<file path="src/verilog/synth_mix_pkg.sv">
package synth_mix_pkg;

    // Oscillators per voice, one per 16 addresses in a 7-bit map
    localparam int V_OSC = 4;

    typedef enum logic [1:0] {
        BANK_OSC  = 2'd0,
        BANK_COM  = 2'd1,
        BANK_MAT1 = 2'd2,
        BANK_MAT2 = 2'd3
    } bank_t;

    // Register write command from the MIDI decoder
    typedef struct packed {
        bank_t              bank;
        logic [6:0]         adr;
        logic signed [7:0]  data;
    } reg_cmd_t;

    typedef struct packed {
        logic signed [7:0]  lvl;
        logic signed [7:0]  mod_out;
        logic signed [7:0]  feedb_out;
        logic signed [7:0]  pan;
        logic signed [7:0]  mod_in;
        logic signed [7:0]  feedb_in;
    } osc_params_t;

    typedef logic signed [15:0] sample_t;

    // Oscillator bank, offset within each 16-address block
    localparam logic [3:0] OFS_LVL       = 4'd2;
    localparam logic [3:0] OFS_MOD_OUT   = 4'd3;
    localparam logic [3:0] OFS_FEEDB_OUT = 4'd4;
    localparam logic [3:0] OFS_PAN       = 4'd7;
    localparam logic [3:0] OFS_MOD_IN    = 4'd10;
    localparam logic [3:0] OFS_FEEDB_IN  = 4'd11;

    // Common bank
    localparam logic [6:0] ADR_MVOL      = 7'd1;
    localparam logic [6:0] ADR_MIDI_CH   = 7'd2;
    localparam logic [6:0] ADR_NAME_BASE = 7'd16;

    localparam logic [6:0] CC_NRPN_MSB    = 7'd99;
    localparam logic [6:0] CC_NRPN_LSB    = 7'd98;
    localparam logic [6:0] CC_DATA_ENTRY  = 7'd6;
    localparam logic [3:0] MIDI_STATUS_CC = 4'hB;

    // Power-up values, oscillators 0 and 1 audible
    localparam logic [V_OSC-1:0][7:0] LVL_RESET = {8'h00, 8'h00, 8'h40, 8'h40};
    localparam logic [7:0] PAN_RESET  = 8'h40;   // Centre
    localparam logic [7:0] MVOL_RESET = 8'h40;
    localparam logic [7:0] NAME_RESET = 8'd32;   // ASCII space

endpackage
</file>
<file path="src/verilog/midi_cc_decoder.sv">
`timescale 1ns/1ps

module midi_cc_decoder (
    input  logic                    reg_clk,
    input  logic                    arst_n,
    input  logic                    rx_valid,
    input  logic [7:0]              rx_byte,
    input  logic [4:0]              cur_midi_ch,
    output logic                    write,
    output synth_mix_pkg::reg_cmd_t cmd
);
    import synth_mix_pkg::*;

    typedef enum logic [1:0] {
        ST_IDLE,
        ST_CTRL_NUM,
        ST_CTRL_VAL
    } state_t;

    state_t     state;
    logic [6:0] ctrl_num;
    bank_t      nrpn_bank;
    logic [6:0] nrpn_adr;
    logic       is_realtime;
    logic       is_system;
    logic       is_status;
    logic       is_data;
    logic       ch_match;
    logic       cc_accept;
    logic       data_entry;

    assign is_realtime = rx_valid && (rx_byte >= 8'hF8);
    assign is_system   = rx_valid && (rx_byte[7:4] == 4'hF) && !is_realtime;
    assign is_status   = rx_valid && rx_byte[7] && (rx_byte[7:4] != 4'hF);
    assign is_data     = rx_valid && !rx_byte[7];

    // Omni bit opens every channel
    assign ch_match  = cur_midi_ch[4] || (rx_byte[3:0] == cur_midi_ch[3:0]);
    assign cc_accept = (rx_byte[7:4] == MIDI_STATUS_CC) && ch_match;

    assign data_entry = is_data && (state == ST_CTRL_VAL) && (ctrl_num == CC_DATA_ENTRY);

    // State holds the running status, ST_IDLE drops data bytes
    always_ff @(posedge reg_clk or negedge arst_n) begin
        if (!arst_n) begin
            state     <= ST_IDLE;
            ctrl_num  <= '0;
            nrpn_bank <= BANK_OSC;
            nrpn_adr  <= '0;
            write     <= 1'b0;
        end else begin
            write <= data_entry;
            if (is_status) begin
                state <= cc_accept ? ST_CTRL_NUM : ST_IDLE;
            end else if (is_system) begin
                state <= ST_IDLE;               // SysEx and common msgs cancel
            end else if (is_data) begin
                case (state)
                    ST_CTRL_NUM: begin
                        ctrl_num <= rx_byte[6:0];
                        state    <= ST_CTRL_VAL;
                    end
                    ST_CTRL_VAL: begin
                        case (ctrl_num)
                            CC_NRPN_MSB: nrpn_bank <= bank_t'(rx_byte[1:0]);
                            CC_NRPN_LSB: nrpn_adr  <= rx_byte[6:0];
                            default: ;
                        endcase
                        state <= ST_CTRL_NUM;   // Next pair under same status
                    end
                    default: ;
                endcase
            end
        end
    end

    always_ff @(posedge reg_clk) begin
        if (data_entry) begin
            cmd.bank <= nrpn_bank;
            cmd.adr  <= nrpn_adr;
            cmd.data <= {1'b0, rx_byte[6:0]};
        end
    end

    // One register write per data-entry value byte
    assert property (@(posedge reg_clk) disable iff (!arst_n) write |=> !write)
        else $error("decoder write strobe longer than one cycle");

endmodule

</file>
<file path="config.mk">
export PLATFORM = sky130hd
export DESIGN_NAME = midi_cc_decoder
export DESIGN_NICKNAME = d
export VERILOG_FILES = /design/src/verilog/synth_mix_pkg.sv /design/src/verilog/midi_cc_decoder.sv
export SDC_FILE = /design/constraint.sdc
export NUM_CORES = 1
export LEC_CHECK = 0
export ABC_AREA = 1
export CAP_MARGIN = 25
export CORE_MARGIN = 3
export CORE_UTILIZATION = 37
export CTS_CLUSTER_SIZE = 16
export DETAILED_ROUTE_END_ITERATION = 10
export DONT_BUFFER_PORTS = 1
export SLEW_MARGIN = 20
export SYNTH_ARGS = -nofsm -noshare
export SYNTH_HDL_FRONTEND = slang
export SYNTH_SLANG_ARGS = --single-unit
export TNS_END_PERCENT = 10
</file>
<file path="constraint.sdc">
create_clock -name reg_clk -period 3.05 [get_ports reg_clk]
set_input_delay 0.61 -clock reg_clk [delete_from_list [all_inputs] [get_ports reg_clk]]
set_output_delay 0.61 -clock reg_clk [all_outputs]
set_load 0.005 [all_outputs]
</file>
==> run summary <==
H-tree depth - 2
total of max-cap violations - 0
clock-pin slew on the worst setup and hold paths - 0.06 ns
CTS tree - done
die area - 4770 um2
initial core utilization - 39.3%
Clock Sink Count - 35
Mapped Area - 1470 um2
initial antenna violation count - 0
worst-case clock buffer depth - 2
DRT antenna net count - 0
Clk Latency, worst-skew pair - 0.28 ns
most frequent cells after synthesis - nand2_1, dfrtp_1, inv_1, edfxtp_1, o21ai_0
vias per std cell - 4.83
most frequent cell after synthesis - nand2_1
largest net degree at the start of global routing - 20
number of synthesized register bits - 35
I/O pin cnt - 34
slew at the pin with the worst max-slew slack - 0.807 ns
Port Buffers - 0
distinct cell type count after synthesis - 25
All-Layer GR Usage - 11.4%
final worst-path cycle share - 64.4%
final hold violation count - 0
Post-Route WL - 2440 um
Mean Syn Cell Area - 10.9 um2
Yosys top cell area share - 32.6%
Top cell by count, worst path - inv_1
largest area contributor in the netlist - edfxtp_1
register area share after synthesis - 64.9%
worst path required time - 2.96 ns
CP max FO - 17
reg2reg start - state[0]
Place WS - 1.01 ns
Worst EP arrival - 1.87 ns
RSZ-0062 raised after global routing - no
detailed placer's ending HPWL - 1830 um
postcts setup bufs - 0
hold buffers post-CTS - 0
Pre-Repair DR Iteration Count - 4
Syn Inst Count - 135
Slew headroom - 46.2%
FILL cells - 392
fraction of registers with async set/reset - 54.3%
Setup TNS - 0 ns
crit-path cells - inv_1, ha_1, inv_1, nor2_2, and3_1
largest cells by area after synthesis - edfxtp_1, dfrtp_1, nand2_1
n_diodes - 0
startpoint types - register
maximum vdd drop - 0.336 mV
Max Fclk - 509 MHz
status - finished clean
minimum clock period - 1.97 ns
Worst Hold Class - in2async
Die Span X - 69.1 um
Worst Slack Setup Final - 1.08 ns
core region area - 3740 um2
DRC Markers - 0
Setup crit end kind - register
FF+latch area - 956 um2
Cell Count, Final, Fillers Out - 189
Crit Path Class - reg2reg
routability cong. - 0.674
syn_nets - 153
CTS buffer count - 5
Die Y - 69.1 um
Setup Skew - 0.00198 ns
Yosys warnings - 0
1st-iter DRT viols - 32
global-route wire length before repair - 4310 um
placed insts - 180
fin nets - 158
number of synthesized flops with an enable pin - 16
CP max stage delay - 0.73 ns
WL/cell - 12.9 um
total number of vias - 912
area of the multi-input gates - 427 um2
Pwr Density - 708 nW/um2
vias in the first global route - 903
row cnt - 22
Area Overhead vs Synth - 10.5%
setup violators final - 0
layout cells sized above 1 - 14.9%
Crit-path slowest cell - and3_1
Post-synth top flop - dfrtp_1
CTS root buf - clkbuf_8
Worst Setup SP - state[0]
post_cts resized - 0
Pleak - 0.000742 uW
GRT overflow - 0
Final Max Slew Viols - 0
[final cells by class]
type,instances,area share (%)
Clock buffer,5,4.23
Clock inverter,3,2.38
Inverter,18,4.15
Multi-Input combinational cell,79,26.2
Sequential cell,35,58.7
Tap cell,48,3.69
Timing Repair Buffer,1,0.615
[critical path: cells and delay by family, from the launching register on]
family,cells,cell delay (ns)
AND/OR/NAND/NOR,2,0.93
adder cells (fa/ha/maj),1,0.14
buffers and inverters,2,0.14
flip-flops,1,0.39
[cell usage in the layout (no fill, tap or decap), drive strengths merged]
cell type | Yosys | final
edfxtp | 16 | 16
nand3 | 2 | 2
nor3 | 2 | 2
dlygate4sd3 | 0 | 1
nand2 | 39 | 39
bufinv | 0 | 1
conb | 1 | 1
nand3b | 1 | 1
nor2 | 7 | 7
o211ai | 1 | 1
nand4 | 3 | 3
inv | 18 | 18
a21oi | 2 | 2
dfrtp | 19 | 19
ha | 2 | 2
and3 | 1 | 1
or2 | 1 | 1
clkbuf | 1 | 5
nor3b | 1 | 1
clkinv | 0 | 2
o21ai | 16 | 16
[power breakdown]
| group | switching, uW | leakage, uW | total, uW | internal [uW] |
|---|---|---|---|---|
| Clock | 150 | 0.0000556 | 389 | 239 |
| Sequential | 49.9 | 0.000416 | 603 | 553 |
| Combinational | 91.9 | 0.000270 | 161 | 69.1 |
[stage by stage]
step	cell area, um2	util [%]	total power (uW)	hold WS, ns
global placement	1510	40.3	758	0.315
finish	1630	43.5	1150	0.0221
global route	1630	43.5	1220	-0.000130
floorplan	1470	-	735	0.314
CTS	1620	43.2	1160	0.0115
detailed placement	1510	40.3	772	0.315
[routing by layer]
metal	vias to the layer above	routed length [um]	GRT usage, %
li1	450	-	-
met1	426	1010	13.2
met2	29	1190	17.6
met3	7	186	5.83
met4	0	51	5.21
met5	-	0	0
[sequential cells by signal, indices dropped and copies added, names as in the netlist]
name,cells
cmd,16
ctrl_num,7
nrpn_adr,7
nrpn_bank,2
state,2
write,1
[path summary, 6_finish.rpt]
check	slack, ns	to	cells after the start
max	1.08	cmd[5]	5
min	0.02	nrpn_adr[5]	0
max reg2reg	1.08	cmd[5]	5
min reg2reg	0.45	cmd[10]	0
max in group asynchronous	2.18	ctrl_num[1]	1
min in group reg_clk	0.42	cmd[3]	0
[cell families after synthesis]
| family | after synthesis | synth area share (%) |
|---|---|---|
| buffers and inverters | 21 | 6.12 |
| AO/OA/AOI/OAI | 19 | 8.41 |
| AND/OR/NAND/NOR | 57 | 18.6 |
| adder cells (fa/ha/maj) | 2 | 1.70 |
| flip-flops | 35 | 64.9 |
| other | 1 | 0.255 |
Note: power is estimated with default switching activity, not from simulation.
